[src/hw/lsu_cfg.svh]
`ifndef LSU_CFG_SVH
`define LSU_CFG_SVH

// ---------------------------------------------------------------------------
// Load/store unit sizing
// ---------------------------------------------------------------------------

`define LSU_ADDR_W      32   // Byte address width
`define LSU_WORD_W      32   // Scalar register width
`define LSU_VEC_W       128  // Vector register width
`define LSU_REG_W       5    // Register file index width

// Address map

// Upper address bit set means the access goes to external memory
`define LSU_GLOBAL_BIT  31

// Local BRAM is split into word-wide banks across the vector width
`define LSU_BANKS       4

`endif
[src/hw/lsu_pkg.sv]
`include "lsu_cfg.svh"

package lsu_pkg;

    localparam int BANK_SEL_W = $clog2(`LSU_BANKS);
    localparam int STRB_W     = `LSU_WORD_W / 8;
    localparam int OFF_W      = $clog2(STRB_W);   // Byte offset inside a word

    // RISC-V style load/store size codes
    typedef enum logic [2:0] {
        SZ_BYTE   = 3'b000,
        SZ_HALF   = 3'b001,
        SZ_WORD   = 3'b010,
        SZ_BYTE_U = 3'b100,
        SZ_HALF_U = 3'b101
    } size_e;

    // ------------------------------------------------------------------------
    // Request, response and writeback records
    // ------------------------------------------------------------------------
    typedef struct packed {
        logic                   is_store;
        logic                   is_vector;
        size_e                  size;
        logic [`LSU_ADDR_W-1:0] addr;
        logic [`LSU_VEC_W-1:0]  wdata;
        logic [`LSU_REG_W-1:0]  rd;
    } lsu_req_t;

    typedef struct packed {
        logic                   we;
        logic                   is_vector;
        logic [`LSU_ADDR_W-1:0] addr;
        logic [`LSU_VEC_W-1:0]  wdata;
        logic [BANK_SEL_W-1:0]  bank_sel;
    } local_req_t;

    typedef struct packed {
        logic                   is_load;
        logic [`LSU_ADDR_W-1:0] addr;     // Always word aligned
        logic [`LSU_WORD_W-1:0] wdata;
        logic [STRB_W-1:0]      wstrb;
        logic [`LSU_REG_W-1:0]  rd;
    } global_req_t;

    typedef struct packed {
        logic [`LSU_REG_W-1:0]  rd;
        logic [`LSU_WORD_W-1:0] data;
    } global_resp_t;

    typedef struct packed {
        logic                   is_vector;
        logic [`LSU_REG_W-1:0]  rd;
        logic [`LSU_VEC_W-1:0]  data;
    } wb_t;

    // ------------------------------------------------------------------------
    // Subword helpers
    // ------------------------------------------------------------------------

    // Pick the addressed byte or half out of a loaded word and extend it
    function automatic logic [`LSU_WORD_W-1:0] extract_subword(
        input logic [`LSU_WORD_W-1:0] word,
        input size_e                  size,
        input logic [OFF_W-1:0]       byte_off
    );
        logic [7:0]  b;
        logic [15:0] h;
        b = word[{byte_off, 3'b000} +: 8];
        h = word[{byte_off[1], 4'b0000} +: 16];
        case (size)
            SZ_BYTE:   return {{(`LSU_WORD_W-8){b[7]}}, b};
            SZ_HALF:   return {{(`LSU_WORD_W-16){h[15]}}, h};
            SZ_BYTE_U: return {{(`LSU_WORD_W-8){1'b0}}, b};
            SZ_HALF_U: return {{(`LSU_WORD_W-16){1'b0}}, h};
            default:   return word;   // Word
        endcase
    endfunction

    // Move store data into its byte lanes and build the matching strobe
    function automatic void store_lane(
        input  logic [`LSU_WORD_W-1:0] data,
        input  size_e                  size,
        input  logic [OFF_W-1:0]       byte_off,
        output logic [`LSU_WORD_W-1:0] lane_data,
        output logic [STRB_W-1:0]      lane_strb
    );
        case (size)
            SZ_BYTE, SZ_BYTE_U: begin
                lane_data = {{(`LSU_WORD_W-8){1'b0}}, data[7:0]} << {byte_off, 3'b000};
                lane_strb = {{(STRB_W-1){1'b0}}, 1'b1} << byte_off;
            end
            SZ_HALF, SZ_HALF_U: begin
                lane_data = {{(`LSU_WORD_W-16){1'b0}}, data[15:0]} << {byte_off[1], 4'b0000};
                lane_strb = {{(STRB_W-2){1'b0}}, 2'b11} << {byte_off[1], 1'b0};
            end
            default: begin
                lane_data = data;
                lane_strb = '1;
            end
        endcase
    endfunction

endpackage

[src/hw/lsu_top.sv]
`timescale 1ns/1ps
`include "lsu_cfg.svh"

module lsu_top (
    input  logic                    clk,
    input  logic                    rst_n,
    input  logic                    valid_in,
    input  lsu_pkg::lsu_req_t       req,
    output logic                    stall,
    output logic                    busy,
    output logic                    local_req_valid,
    output lsu_pkg::local_req_t     local_req,
    input  logic [`LSU_VEC_W-1:0]   local_rdata,
    output logic                    global_req_valid,
    output lsu_pkg::global_req_t    global_req,
    input  logic                    global_resp_valid,
    input  lsu_pkg::global_resp_t   global_resp,
    output logic                    wb_valid,
    output lsu_pkg::wb_t            wb
);

    import lsu_pkg::*;

    logic   is_global;
    logic   local_valid;
    logic   global_valid;

    logic   local_wb_valid;
    wb_t    local_wb;
    logic   global_wb_valid;
    wb_t    global_wb;
    logic   read_pending;
    logic   load_wait;
    logic   load_issue;

    // Address space decode
    assign is_global    = req.addr[`LSU_GLOBAL_BIT];
    assign local_valid  = valid_in && !is_global;
    assign global_valid = valid_in && is_global && !req.is_vector;   // Vector global dropped

    local_mem_port u_local (
        .clk             (clk),
        .rst_n           (rst_n),
        .local_valid     (local_valid),
        .req             (req),
        .local_req_valid (local_req_valid),
        .local_req       (local_req),
        .local_rdata     (local_rdata),
        .wb_valid        (local_wb_valid),
        .wb              (local_wb),
        .read_pending    (read_pending)
    );

    global_mem_port u_global (
        .clk               (clk),
        .rst_n             (rst_n),
        .global_valid      (global_valid),
        .req               (req),
        .global_req_valid  (global_req_valid),
        .global_req        (global_req),
        .global_resp_valid (global_resp_valid),
        .global_resp       (global_resp),
        .wb_valid          (global_wb_valid),
        .wb                (global_wb),
        .load_wait         (load_wait),
        .load_issue        (load_issue)
    );

    wb_combiner u_wb (
        .local_wb_valid  (local_wb_valid),
        .local_wb        (local_wb),
        .global_wb_valid (global_wb_valid),
        .global_wb       (global_wb),
        .read_pending    (read_pending),
        .load_wait       (load_wait),
        .load_issue      (load_issue),
        .wb_valid        (wb_valid),
        .wb              (wb),
        .stall           (stall),
        .busy            (busy)
    );

endmodule

[src/hw/wb_combiner.sv]
`timescale 1ns/1ps

module wb_combiner (
    input  logic            local_wb_valid,
    input  lsu_pkg::wb_t    local_wb,
    input  logic            global_wb_valid,
    input  lsu_pkg::wb_t    global_wb,
    input  logic            read_pending,
    input  logic            load_wait,
    input  logic            load_issue,
    output logic            wb_valid,
    output lsu_pkg::wb_t    wb,
    output logic            stall,
    output logic            busy
);

    // ------------------------------------------------------------------------
    // Single register file write port
    // ------------------------------------------------------------------------

    // Global response takes the port if both ever line up
    always_comb begin
        if (global_wb_valid) begin
            wb = global_wb;
        end else begin
            wb = local_wb;
        end
    end

    assign wb_valid = local_wb_valid || global_wb_valid;

    // Pipeline holds from load issue until the response lands
    assign stall = load_issue || load_wait;

    // Any read still in flight
    assign busy  = read_pending || load_wait;

endmodule

[src/hw/global_mem_port.sv]
`timescale 1ns/1ps
`include "lsu_cfg.svh"

module global_mem_port (
    input  logic                    clk,
    input  logic                    rst_n,
    input  logic                    global_valid,
    input  lsu_pkg::lsu_req_t       req,
    output logic                    global_req_valid,
    output lsu_pkg::global_req_t    global_req,
    input  logic                    global_resp_valid,
    input  lsu_pkg::global_resp_t   global_resp,
    output logic                    wb_valid,
    output lsu_pkg::wb_t            wb,
    output logic                    load_wait,
    output logic                    load_issue
);

    import lsu_pkg::*;

    logic [`LSU_WORD_W-1:0]  lane_data;
    logic [STRB_W-1:0]       lane_strb;
    logic                    resp_hit;

    // State of the single outstanding load
    logic [`LSU_REG_W-1:0]   r_rd;
    size_e                   r_size;
    logic [OFF_W-1:0]        r_off;

    assign load_issue = global_valid && !req.is_store;

    // ------------------------------------------------------------------------
    // External request
    // ------------------------------------------------------------------------
    always_comb begin
        store_lane(req.wdata[`LSU_WORD_W-1:0], req.size, req.addr[OFF_W-1:0],
                   lane_data, lane_strb);

        global_req_valid   = global_valid;
        global_req.is_load = !req.is_store;
        global_req.addr    = {req.addr[`LSU_ADDR_W-1:OFF_W], {OFF_W{1'b0}}};
        global_req.rd      = req.rd;
        if (req.is_store) begin
            global_req.wdata = lane_data;
            global_req.wstrb = lane_strb;
        end else begin
            global_req.wdata = '0;
            global_req.wstrb = '0;   // Loads fetch the whole word
        end
    end

    // ------------------------------------------------------------------------
    // Blocking load tracking
    // ------------------------------------------------------------------------
    assign resp_hit = load_wait && global_resp_valid && (global_resp.rd == r_rd);

    always_ff @(posedge clk or negedge rst_n) begin
        if (!rst_n) begin
            load_wait <= 1'b0;
        end else if (load_issue) begin
            load_wait <= 1'b1;
        end else if (resp_hit) begin
            load_wait <= 1'b0;
        end
    end

    always_ff @(posedge clk) begin
        if (load_issue) begin
            r_rd   <= req.rd;
            r_size <= req.size;
            r_off  <= req.addr[OFF_W-1:0];   // Kept for subword extract
        end
    end

    // Writeback on the response cycle
    always_comb begin
        wb_valid     = resp_hit;
        wb.is_vector = 1'b0;
        wb.rd        = r_rd;
        wb.data      = {{(`LSU_VEC_W-`LSU_WORD_W){1'b0}},
                        extract_subword(global_resp.data, r_size, r_off)};
    end

endmodule

[src/hw/local_mem_port.sv]
`timescale 1ns/1ps
`include "lsu_cfg.svh"

module local_mem_port (
    input  logic                    clk,
    input  logic                    rst_n,
    input  logic                    local_valid,
    input  lsu_pkg::lsu_req_t       req,
    output logic                    local_req_valid,
    output lsu_pkg::local_req_t     local_req,
    input  logic [`LSU_VEC_W-1:0]   local_rdata,
    output logic                    wb_valid,
    output lsu_pkg::wb_t            wb,
    output logic                    read_pending
);

    import lsu_pkg::*;

    localparam int VEC_ALIGN = $clog2(`LSU_VEC_W / 8);   // 16-byte lines

    logic                    r_is_vector;
    logic [BANK_SEL_W-1:0]   r_bank;
    logic [`LSU_REG_W-1:0]   r_rd;
    logic                    read_issue;

    assign read_issue = local_valid && !req.is_store;

    // ------------------------------------------------------------------------
    // BRAM request, same cycle as the pipeline strobe
    // ------------------------------------------------------------------------
    always_comb begin
        local_req_valid     = local_valid;
        local_req.we        = req.is_store;
        local_req.is_vector = req.is_vector;
        if (req.is_vector) begin
            local_req.addr     = {req.addr[`LSU_ADDR_W-1:VEC_ALIGN], {VEC_ALIGN{1'b0}}};
            local_req.wdata    = req.wdata;
            local_req.bank_sel = '0;
        end else begin
            local_req.addr     = req.addr;
            // Scalar word is replicated, the bank select picks the lane
            local_req.wdata    = {`LSU_BANKS{req.wdata[`LSU_WORD_W-1:0]}};
            local_req.bank_sel = req.addr[BANK_SEL_W-1:0];
        end
    end

    // One-cycle read tracking
    always_ff @(posedge clk or negedge rst_n) begin
        if (!rst_n) begin
            read_pending <= 1'b0;
        end else begin
            read_pending <= read_issue;
        end
    end

    always_ff @(posedge clk) begin
        if (read_issue) begin
            r_is_vector <= req.is_vector;
            r_bank      <= req.is_vector ? '0 : req.addr[BANK_SEL_W-1:0];
            r_rd        <= req.rd;
        end
    end

    // Writeback while the BRAM data is on the bus
    always_comb begin
        wb_valid     = read_pending;
        wb.is_vector = r_is_vector;
        wb.rd        = r_rd;
        if (r_is_vector) begin
            wb.data = local_rdata;
        end else begin
            wb.data = {{(`LSU_VEC_W-`LSU_WORD_W){1'b0}},
                       local_rdata[r_bank*`LSU_WORD_W +: `LSU_WORD_W]};   // Zero-extended lane
        end
    end

endmodule

[config.mk]
export PLATFORM = sky130hd
export DESIGN_NAME = lsu_top
export DESIGN_NICKNAME = d
export VERILOG_FILES = /design/src/hw/lsu_pkg.sv /design/src/hw/lsu_top.sv /design/src/hw/wb_combiner.sv /design/src/hw/global_mem_port.sv /design/src/hw/local_mem_port.sv
export VERILOG_INCLUDE_DIRS = /design/src /design/src/hw
export SDC_FILE = /design/constraint.sdc
export NUM_CORES = 1
export LEC_CHECK = 0
export BUFFER_PORTS_ARGS = -buffer_cell sky130_fd_sc_hd__buf_4
export CORE_AREA = 2 2 280 282
export CTS_CLUSTER_SIZE = 25
export DETAILED_ROUTE_END_ITERATION = 6
export DIE_AREA = 0 0 282 284
export PLACE_DENSITY = 0.36
export SETUP_SLACK_MARGIN = 0.4
export SYNTH_ARGS = -nofsm -noshare
export SYNTH_HDL_FRONTEND = slang
export SYNTH_HIERARCHICAL = 1
export SYNTH_SLANG_ARGS = --single-unit
[constraint.sdc]
create_clock -name clk -period 3.8 [get_ports clk]
set_input_delay 0.19 -clock clk [delete_from_list [all_inputs] [get_ports clk]]
set_output_delay 0.19 -clock clk [all_outputs]
set_load 0.05 [all_outputs]
==> run summary, run 1 <==
Run status -> completed
Post-Route Skew -> 0.836 ps
Clock latency on the worst-skew pair -> 260 ps
Final setup violation count -> 0
Worst-Margin Slew -> 972 ps
Maximum clock rate -> 327 MHz
Final cell utilization of the core -> 0.176
IO Pins -> 716
Inserted Clock Buffers -> 3
Starting density of the core -> 0.115
Number of synthesized flops with an enable pin -> 18
Combined area of all synthesized cells -> 8830 sq um
DRC errors left -> 0
MaxCap Viol Count -> 0
Detailed Routing Iterations Pass 1 -> 4
Max-slew headroom -> 0.350
Gr ovfl total -> 0
Ys flop type -> edfxtp_1
Starting DRC count in detailed routing -> 295
Clock root buffer master -> clkbuf_16
Die width -> 282 um
Average cell area after synthesis -> 7.82 sq um
Power dissipated by switching net loads -> 1.52 mW
Max VDD drop -> 0.184 mV
Sequential-to-total area share from yosys stat -> 0.0669
Class of the most critical hold timing path -> in -> reg
Most frequent standard cell in the layout excluding fill and tap cells -> buf_4
Post-synthesis register bit count -> 20
Number of gates given a new drive strength after cts -> 0
Fill cell total of the finished layout -> 8836
# port buffers -> 632
Fraction of registers with async set/reset -> 0.100
Biggest fanout along the worst timing path -> 16
Clock transition at the registers of the reported paths -> 60 ps
Sink count of the clock tree -> 20
Pwr Total -> 2.74 mW
Weighted congestion reported at the end of routability-driven placement -> 0.873
Detailed-route wire length per cell -> 21.1 um
Minimum setup slack after placement -> 1040 ps
Layout cell share with drive strength beyond 1 -> 0.549
Unrepaired setup endpoints after global routing -> no
Reg power frac -> 0.096
Shortest period the worst path allows -> 3060 ps
Rows -> 102
Via count of the first global-routing pass -> 10037
Switching part of the total power -> 0.554
Vias per std cell -> 3.64
Power per Cell Area -> 202 nW/um^2
Internal power of the cells -> 1.22 mW
Area overhead of the layout relative to synthesis -> 53.6%
Total Neg Setup Slack -> 0 ps
Core outline area -> 77000 sq um
Antenna-violating nets left -> 0
Hold_ws -> 99.7 ps
Period Utilization, post-route -> 0.805
Leak Pwr -> 6.54 nW
Global-route wire length before repair -> 75700 um
Number of nets in the finished design -> 1942
Critical path capture point type -> primary output
Final hold violation count -> 0
Gr usage total -> 0.131
Highest-count cells in the layout ignoring fill and taps -> 659 x buf_4, 225 x nand2_1, 99 x conb_1, 97 x and2_1, 87 x mux2_2
Yosys warnings -> 6
Number of post-CTS setup repair buffers -> 0
Via count -> 9630
Type of the setup path with the least slack -> reg -> out
Number of antenna violations at the first check in global routing -> 19
Startpoint types -> flip-flop
Area enclosed by the die boundary -> 80100 sq um
Part of the power in the clock network -> 0.110
Die extent in y -> 284 um
Depth of the CTS H-tree -> 1
Sum of routed wire length over all layers -> 55800 um
Post-synthesis cell type count -> 49
Arrival time at the worst endpoint -> 2870 ps
Worst Slack Setup Final -> 740 ps
Pin count of the biggest net entering global routing -> 81
CTS tree -> yes
Instance count of the mapped netlist -> 1129
Bufs on Longest Clock Path -> 2
DP Wirelength -> 47900 um
Share of total power in combinational logic -> 0.794
Data required time at the worst endpoint -> 3610 ps
Final max-slew violation count -> 0
## metrics by stage
step | instances | area (sq um)
2_1_floorplan | 1227 | 9200
3_3_place_gp | 2637 | 13400
3_5_place_dp | 2637 | 13400
4_1_cts | 2642 | 13600
5_1_grt | 2647 | 13600
6_report | 2649 | 13600
## area by class of cell
| cell class | count | area (sq um) | area share |
|---|---|---|---|
| clock buffer | 3 | 75.1 | 0.00553 |
| sequential | 20 | 591 | 0.0435 |
| inverter | 38 | 143 | 0.0105 |
| antenna | 7 | 17.5 | 0.00129 |
| clock inverter | 1 | 30.0 | 0.00221 |
| tap | 1040 | 1300 | 0.0959 |
| timing repair buffer | 663 | 5020 | 0.370 |
| multi-input combinational | 877 | 6390 | 0.471 |
## metal layers
layer  global-route usage  up-vias  part of all wire
li1                     -     4496                 -
met1                0.137     4543              0.36
met2                0.250      509              0.53
met3               0.0302       76             0.071
met4               0.0484        6             0.036
met5                    0        -           0.00064
## final timing paths
check	start	slack (ps)	depth (start not counted)	to
max in group asynchronous	rst_n	3450	2	u_global/load_wait
min	req[167]	100	1	u_global/r_size[2]
max reg2reg	u_global/r_rd[4]	2710	3	u_global/load_wait
min reg2reg	u_global/load_wait	580	1	u_global/load_wait
max	u_global/r_size[0]	740	6	wb[8]
min in group asynchronous	rst_n	260	2	u_local/read_pending
## state kept, by name, indices dropped and copies added (netlist names)
signal,flops
u_local/r_rd,5
u_global/r_rd,5
u_global/load_wait,1
u_local/r_is_vector,1
u_local/read_pending,1
u_local/r_bank,2
u_global/r_size,3
u_global/r_off,2
## worst max-delay path: stages, from the launching register on
cell and delay, ps:
edfxtp_1 570, clkinv_1 470, a32oi_4 480, buf_4 320
o221ai_1 230, mux2_2 330, buf_4 200
## Yosys cell counts, drive strengths merged, types with 16 or more instances
library cell	count	area, sq um
buf	263	1970
clkbuf	29	109
and2	97	607
nor4b	33	470
mux2	137	1730
a221oi	32	480
nand2b	33	206
nor2b	35	226
a21oi	19	98.9
inv	36	135
o22ai	16	100
mux2i	46	460
edfxtp	18	541
nand2	225	845
## logic make-up after synthesis
logic type / after synthesis / share of synthesized area
buf+inv: 330 / 0.252
xor+xnor: 5 / 0.00496
flops: 20 / 0.0669
simple gates: 468 / 0.297
other cells: 1 / 0.000425
mux: 183 / 0.248
compound gates: 122 / 0.130
## power groups by stage
stage | registers (mW) | logic (mW) | clock network, mW
global placement | 0.267 | 2.19 | 0
detailed placement | 0.268 | 2.19 | 0
global route | 0.265 | 2.28 | 0.324
finish | 0.263 | 2.17 | 0.302
floorplan | 0.261 | 1.63 | 0
CTS | 0.263 | 2.20 | 0.319
## what timing repair did
item	in CTS	in global routing
setup endpoints to repair	0	0
hold buffers	1	0
endpoints found under the hold margin	2	0
Power figures use the tool's default switching activity.
==> inputs of run 2 (changes only) <==
==> constraint.sdc (replaced) <==
create_clock -name clk -period 2.97 [get_ports clk]
set_input_delay 0.1485 -clock clk [delete_from_list [all_inputs] [get_ports clk]]
set_output_delay 0.1485 -clock clk [all_outputs]
set_load 0.05 [all_outputs]
==> run 2 against run 1 <==
Compared with the run above:
- die area unchanged
- sequential share of layout area down 0.094 points
- critical path type unchanged
- final area up 2.2%
- power up 29%
- first-iteration DRC count up 26%
- worst setup slack worse by 240 ps
==> run summary, run 2 (synthesis results as in run 1) <==
Run status -> completed
Antenna-violating nets left -> 0
Max VDD drop -> 0.184 mV
Clock latency on the worst-skew pair -> 260 ps
Detailed Routing Iterations Pass 1 -> 5
Final setup violation count -> 0
Layout cell share with drive strength beyond 1 -> 0.556
Data required time at the worst endpoint -> 2820 ps
Largest stage delay on the critical path -> 520 ps
Core outline area -> 77000 sq um
Depth of the CTS H-tree -> 1
Weighted congestion reported at the end of routability-driven placement -> 0.870
Area overhead of the layout relative to synthesis -> 57.0%
Most common cell type on the critical path -> mux2_2
Final max-slew violation count -> 0
Die extent in y -> 284 um
Shortest period the worst path allows -> 2470 ps
Via count -> 9664
Internal power of the cells -> 1.58 mW
Global-route wire length before repair -> 76400 um
Part of the power in the clock network -> 0.109
Switching part of the total power -> 0.551
Arrival time at the worst endpoint -> 2320 ps
Area occupied by registers -> 591 sq um
DP Wirelength -> 48800 um
Critical-path top delay cell -> a31oi_4
Unrepaired setup endpoints after global routing -> no
Power per Cell Area -> 254 nW/um^2
Worst-Margin Slew -> 743 ps
Sink count of the clock tree -> 20
Biggest fanout along the worst timing path -> 16
Period Utilization, post-route -> 0.832
Startpoint types -> flip-flop
Top flop regs -> u_global/r_rd: 5 flops, u_local/r_rd: 5 flops, u_global/r_size: 3 flops
Clock transition at the registers of the reported paths -> 60 ps
Power dissipated by switching net loads -> 1.94 mW
Inserted Clock Buffers -> 3
Number of nets in the finished design -> 1964
Die width -> 282 um
Family with the most delay on the worst path -> multiplexers
Ordered cell list for the critical path -> mux2_2 -> a31oi_4 -> o22ai_1 -> mux2_2 -> buf_4
Detailed-route wire length per cell -> 21.3 um
Max-slew headroom -> 0.505
Highest-count cells in the layout ignoring fill and taps -> 672 x buf_4, 225 x nand2_1, 99 x conb_1, 97 x and2_1, 87 x mux2_2
Via count of the first global-routing pass -> 10071
Final cell utilization of the core -> 0.180
Starting DRC count in detailed routing -> 373
Share of total power in combinational logic -> 0.797
Post-Route Skew -> 0.953 ps
Total Neg Setup Slack -> 0 ps
Pin count of the biggest net entering global routing -> 91
Number of instances in the placed design -> 2641
Buf+Inv Stages, Crit Path -> 1
Final hold violation count -> 0
Fill cell total of the finished layout -> 8858
Number of antenna violations at the first check in global routing -> 17
Reg power frac -> 0.094
Starting density of the core -> 0.115
Rows -> 102
Most frequent standard cell in the layout excluding fill and tap cells -> buf_4
Gr ovfl total -> 0
IO Pins -> 716
Vias per std cell -> 3.62
# port buffers -> 632
MaxCap Viol Count -> 0
Leak Pwr -> 6.67 nW
Area enclosed by the die boundary -> 80100 sq um
Type of the setup path with the least slack -> reg -> out
Non-filler instance count after layout -> 2673
Sum of routed wire length over all layers -> 57000 um
Clock root buffer master -> clkbuf_16
Total area of multi-input combinational cells -> 6400 sq um
DRC errors left -> 0
CTS tree -> yes
Hold_ws -> 73.0 ps
Bufs on Longest Clock Path -> 2
Maximum clock rate -> 404 MHz
Class of the most critical hold timing path -> in -> reg
Critical path capture point type -> primary output
Gr usage total -> 0.133
run 2: worst paths after layout:
check	from	endpoint	slack [ps]	cells after the start
hold / removal	req[167]	u_global/r_size[2]	70	1
max in group asynchronous	rst_n	u_global/load_wait	2670	2
setup / recovery	u_global/r_off[1]	wb[17]	500	5
hold reg to reg	u_global/load_wait	u_global/load_wait	570	1
setup reg to reg	u_global/r_rd[2]	u_global/load_wait	1900	3
min in group asynchronous	rst_n	u_local/read_pending	210	2
run 2: worst reg2reg max path, delay by kind of cell, from the launching register on:
family / cells / cell delay, ps
compound gates: 1 / 200
simple gates: 1 / 180
xor+xnor: 1 / 190
flops: 1 / 400
run 2: area by class of cell:
cell class,instances,area share
repair buffers,685,0.382
well taps,1040,0.0938
clock buffers,3,0.00541
diodes,9,0.00162
flip-flops and latches,20,0.0426
multi-input cells,877,0.461
clock inverters,1,0.00217
inverters,38,0.0106
run 2: timing repair:
action | 4_1_cts | 5_1_grt
setup buffers | 9 | 6
hold buffers | 1 | 0
pin swaps | 2 | 4
setup endpoints to repair | 43 | 89
gates cloned | 1 | 2
resized for setup | 0 | 6
endpoints found under the hold margin | 2 | 0
run 2: power by group through the flow:
stage	Combinational (mW)	Sequential [mW]	Clock [mW]
global route	2.95	0.334	0.408
CTS	2.84	0.333	0.397
floorplan	2.08	0.334	0
finish	2.81	0.332	0.386
global placement	2.82	0.342	0
detailed placement	2.81	0.342	0
run 2: per-stage QoR:
step | area (sq um) | setup slack (ps) | total power [mW]
finish | 13900 | 498 | 3.53
global route | 13900 | 401 | 3.69
floorplan | 9200 | 1060 | 2.41
CTS | 13700 | 390 | 3.57
global placement | 13500 | 402 | 3.16
detailed placement | 13500 | 323 | 3.16
run 2: routing by layer:
layer  GRT usage  part of all wire
met5           0           0.00040
met4      0.0574             0.043
met3      0.0327             0.070
met2       0.253              0.53
met1       0.137              0.36
==> inputs of run 3 (changes only) <==
==> constraint.sdc (replaced) <==
create_clock -name clk -period 2.4 [get_ports clk]
set_input_delay 0.12 -clock clk [delete_from_list [all_inputs] [get_ports clk]]
set_output_delay 0.12 -clock clk [all_outputs]
set_load 0.05 [all_outputs]
==> run 3 against run 2 <==
Compared with the run above:
- core utilization rose by 1.8 points
- non-clock buffer count up 21
- critical path type unchanged
- combinational power rose by 33%
- critical endpoint is now wb[15]
- clock power rose by 22%
- critical path depth grew 3
- sequential power rose by 23%
- global-route usage barely moved
- hold slack worse by 39 ps
==> run summary, run 3 (synthesis results as in run 1) <==
Run status -> completed
Unrepaired setup endpoints after global routing -> yes
Critical register-to-register path endpoint -> u_global/load_wait
Arrival time at the worst endpoint -> 2230 ps
Period Utilization, post-route -> 0.979
Number of nets in the finished design -> 1985
Fill cell total of the finished layout -> 8690
Final hold violation count -> 0
Area overhead of the layout relative to synthesis -> 72.5%
Sink count of the clock tree -> 20
CTS tree -> yes
Vias per std cell -> 3.67
Highest-count cells in the layout ignoring fill and taps -> 567 x buf_4, 225 x nand2_1, 111 x mux2_4, 99 x conb_1, 97 x and2_1
Clock latency on the worst-skew pair -> 260 ps
Min-Delay Path Depth -> 1
Startpoint types -> flip-flop
Critical hold path startpoint -> req[167]
Gr ovfl total -> 0
Most frequent standard cell in the layout excluding fill and tap cells -> buf_4
Core outline area -> 77000 sq um
Critical register-to-register path startpoint -> u_global/r_rd[2]
Antenna-violating nets left -> 0
Global-route wire length before repair -> 76500 um
WHS Endpoint -> u_global/r_size[2]
Starting density of the core -> 0.115
Inserted Clock Buffers -> 3
Layout cell share with drive strength beyond 1 -> 0.563
Biggest fanout along the worst timing path -> 5
Depth of the CTS H-tree -> 1
Type of the setup path with the least slack -> reg -> out
Final setup violation count -> 0
Rows -> 102
DP Wirelength -> 48600 um
Die extent in y -> 284 um
Gr usage total -> 0.133
Worst-Margin Slew -> 649 ps
Via count of the first global-routing pass -> 10235
Starting DRC count in detailed routing -> 307
Sum of routed wire length over all layers -> 57200 um
Detailed Routing Iterations Pass 1 -> 5
MaxCap Viol Count -> 0
Number of antenna violations at the first check in global routing -> 20
Critical path capture point type -> primary output
Die width -> 282 um
Max-slew headroom -> 0.567
Top flop regs -> u_global/r_rd: 5 flops, u_local/r_rd: 5 flops, u_global/r_size: 3 flops
Power per Cell Area -> 304 nW/um^2
Detailed-route wire length per cell -> 21.2 um
# port buffers -> 632
Bufs on Longest Clock Path -> 2
Weighted congestion reported at the end of routability-driven placement -> 0.877
Dpl cell area -> 13700 sq um
Clock transition at the registers of the reported paths -> 60 ps
Final max-slew violation count -> 0
Post-Layout Inst Area -> 15200 sq um
Shortest period the worst path allows -> 2350 ps
Data required time at the worst endpoint -> 2280 ps
Class of the most critical hold timing path -> in -> reg
DRC errors left -> 0
Total Neg Setup Slack -> 0 ps
Leak Pwr -> 7.27 nW
Post-Route Skew -> 1.19 ps
Max VDD drop -> 0.171 mV
Area enclosed by the die boundary -> 80100 sq um
Clock root buffer master -> clkbuf_16
Pwr Total -> 4.64 mW
Count of cells along the worst register-to-register path -> 5
Setup slack on the worst flop-to-flop path -> 1100 ps
Pin count of the biggest net entering global routing -> 112
Maximum clock rate -> 425 MHz
IO Pins -> 716
Via count -> 9879
## run 3: cell types whose count changed in the layout (fill, tap and decap cells not counted), moves of 2 or more
| cell | before | now |
|---|---|---|
| buf_4 | 672 | 567 |
| buf_12 | 6 | 15 |
| bufbuf_16 | 0 | 2 |
| buf_6 | 2 | 24 |
| mux2_4 | 50 | 111 |
| buf_16 | 2 | 4 |
| buf_8 | 0 | 91 |
| mux2_2 | 87 | 26 |
## run 3: worst max-delay path, stage by stage (launching register included)
cell       delay (ps)
edfxtp_1          430
xnor2_2           190
nand3_1           160
nor2_4            190
buf_6             120
buf_12            110
bufbuf_16         250
mux2_2            340
buf_6             160
## run 3: metal layers
layer | part of all wire | track usage | vias up
li1 | - | - | 4589
met4 | 0.041 | 0.0604 | 8
met3 | 0.069 | 0.0302 | 91
met1 | 0.36 | 0.137 | 4672
met5 | 0.00086 | 0 | -
met2 | 0.53 | 0.251 | 519
## run 3: through the flow
stage	std cells	setup WS, ps	hold WS (ps)	util
after CTS	2682	35.4	27.2	0.189
after global routing	2691	-32.4	29.4	0.198
after global placement	2660	239	-94.8	0.178
after detailed placement	2660	189	-96.5	0.178
final	2695	49.7	33.5	0.198
after floorplan	1227	514	-176	-
## run 3: timing repair
action	in CTS	in global routing
setup buffers	13	1
gates cloned	4	2
hold buffers	1	0
pin swaps	7	0
resized for setup	124	160
hold endpoints to repair	2	0
endpoints found under the setup margin	135	135
## run 3: layout make-up
class                           instances  area (sq um)  share of cell area
Tap cell                             1040          1300              0.0854
Inverter                               38           143             0.00936
Sequential cell                        20           591              0.0388
Clock buffer                            3          75.1             0.00493
Timing Repair Buffer                  706          6430               0.422
Multi-Input combinational cell        877          6650               0.436
Clock inverter                          1          30.0             0.00197
Antenna cell                           10          25.0             0.00164
## run 3: worst max-delay path by stage
| stage | slack, ps | endpoint | startpoint | cells past startpoint |
|---|---|---|---|---|
| global route | -30 | wb[0] | u_global/r_rd[0] | 9 |
| global placement | 240 | wb[8] | u_global/r_rd[2] | 7 |
| detailed placement | 190 | wb[30] | u_global/r_off[1] | 7 |
| finish | 50 | wb[15] | u_global/r_rd[0] | 8 |
| floorplan | 510 | wb[13] | u_global/r_off[0] | 6 |
| CTS | 40 | wb[54] | u_global/r_rd[2] | 9 |
## run 3: power breakdown
part | switching [mW] | internal (mW) | leakage (nW)
logic | 2.31 | 1.45 | 7.03
clock network | 0.141 | 0.331 | 0.0512
registers | 0.0116 | 0.398 | 0.186
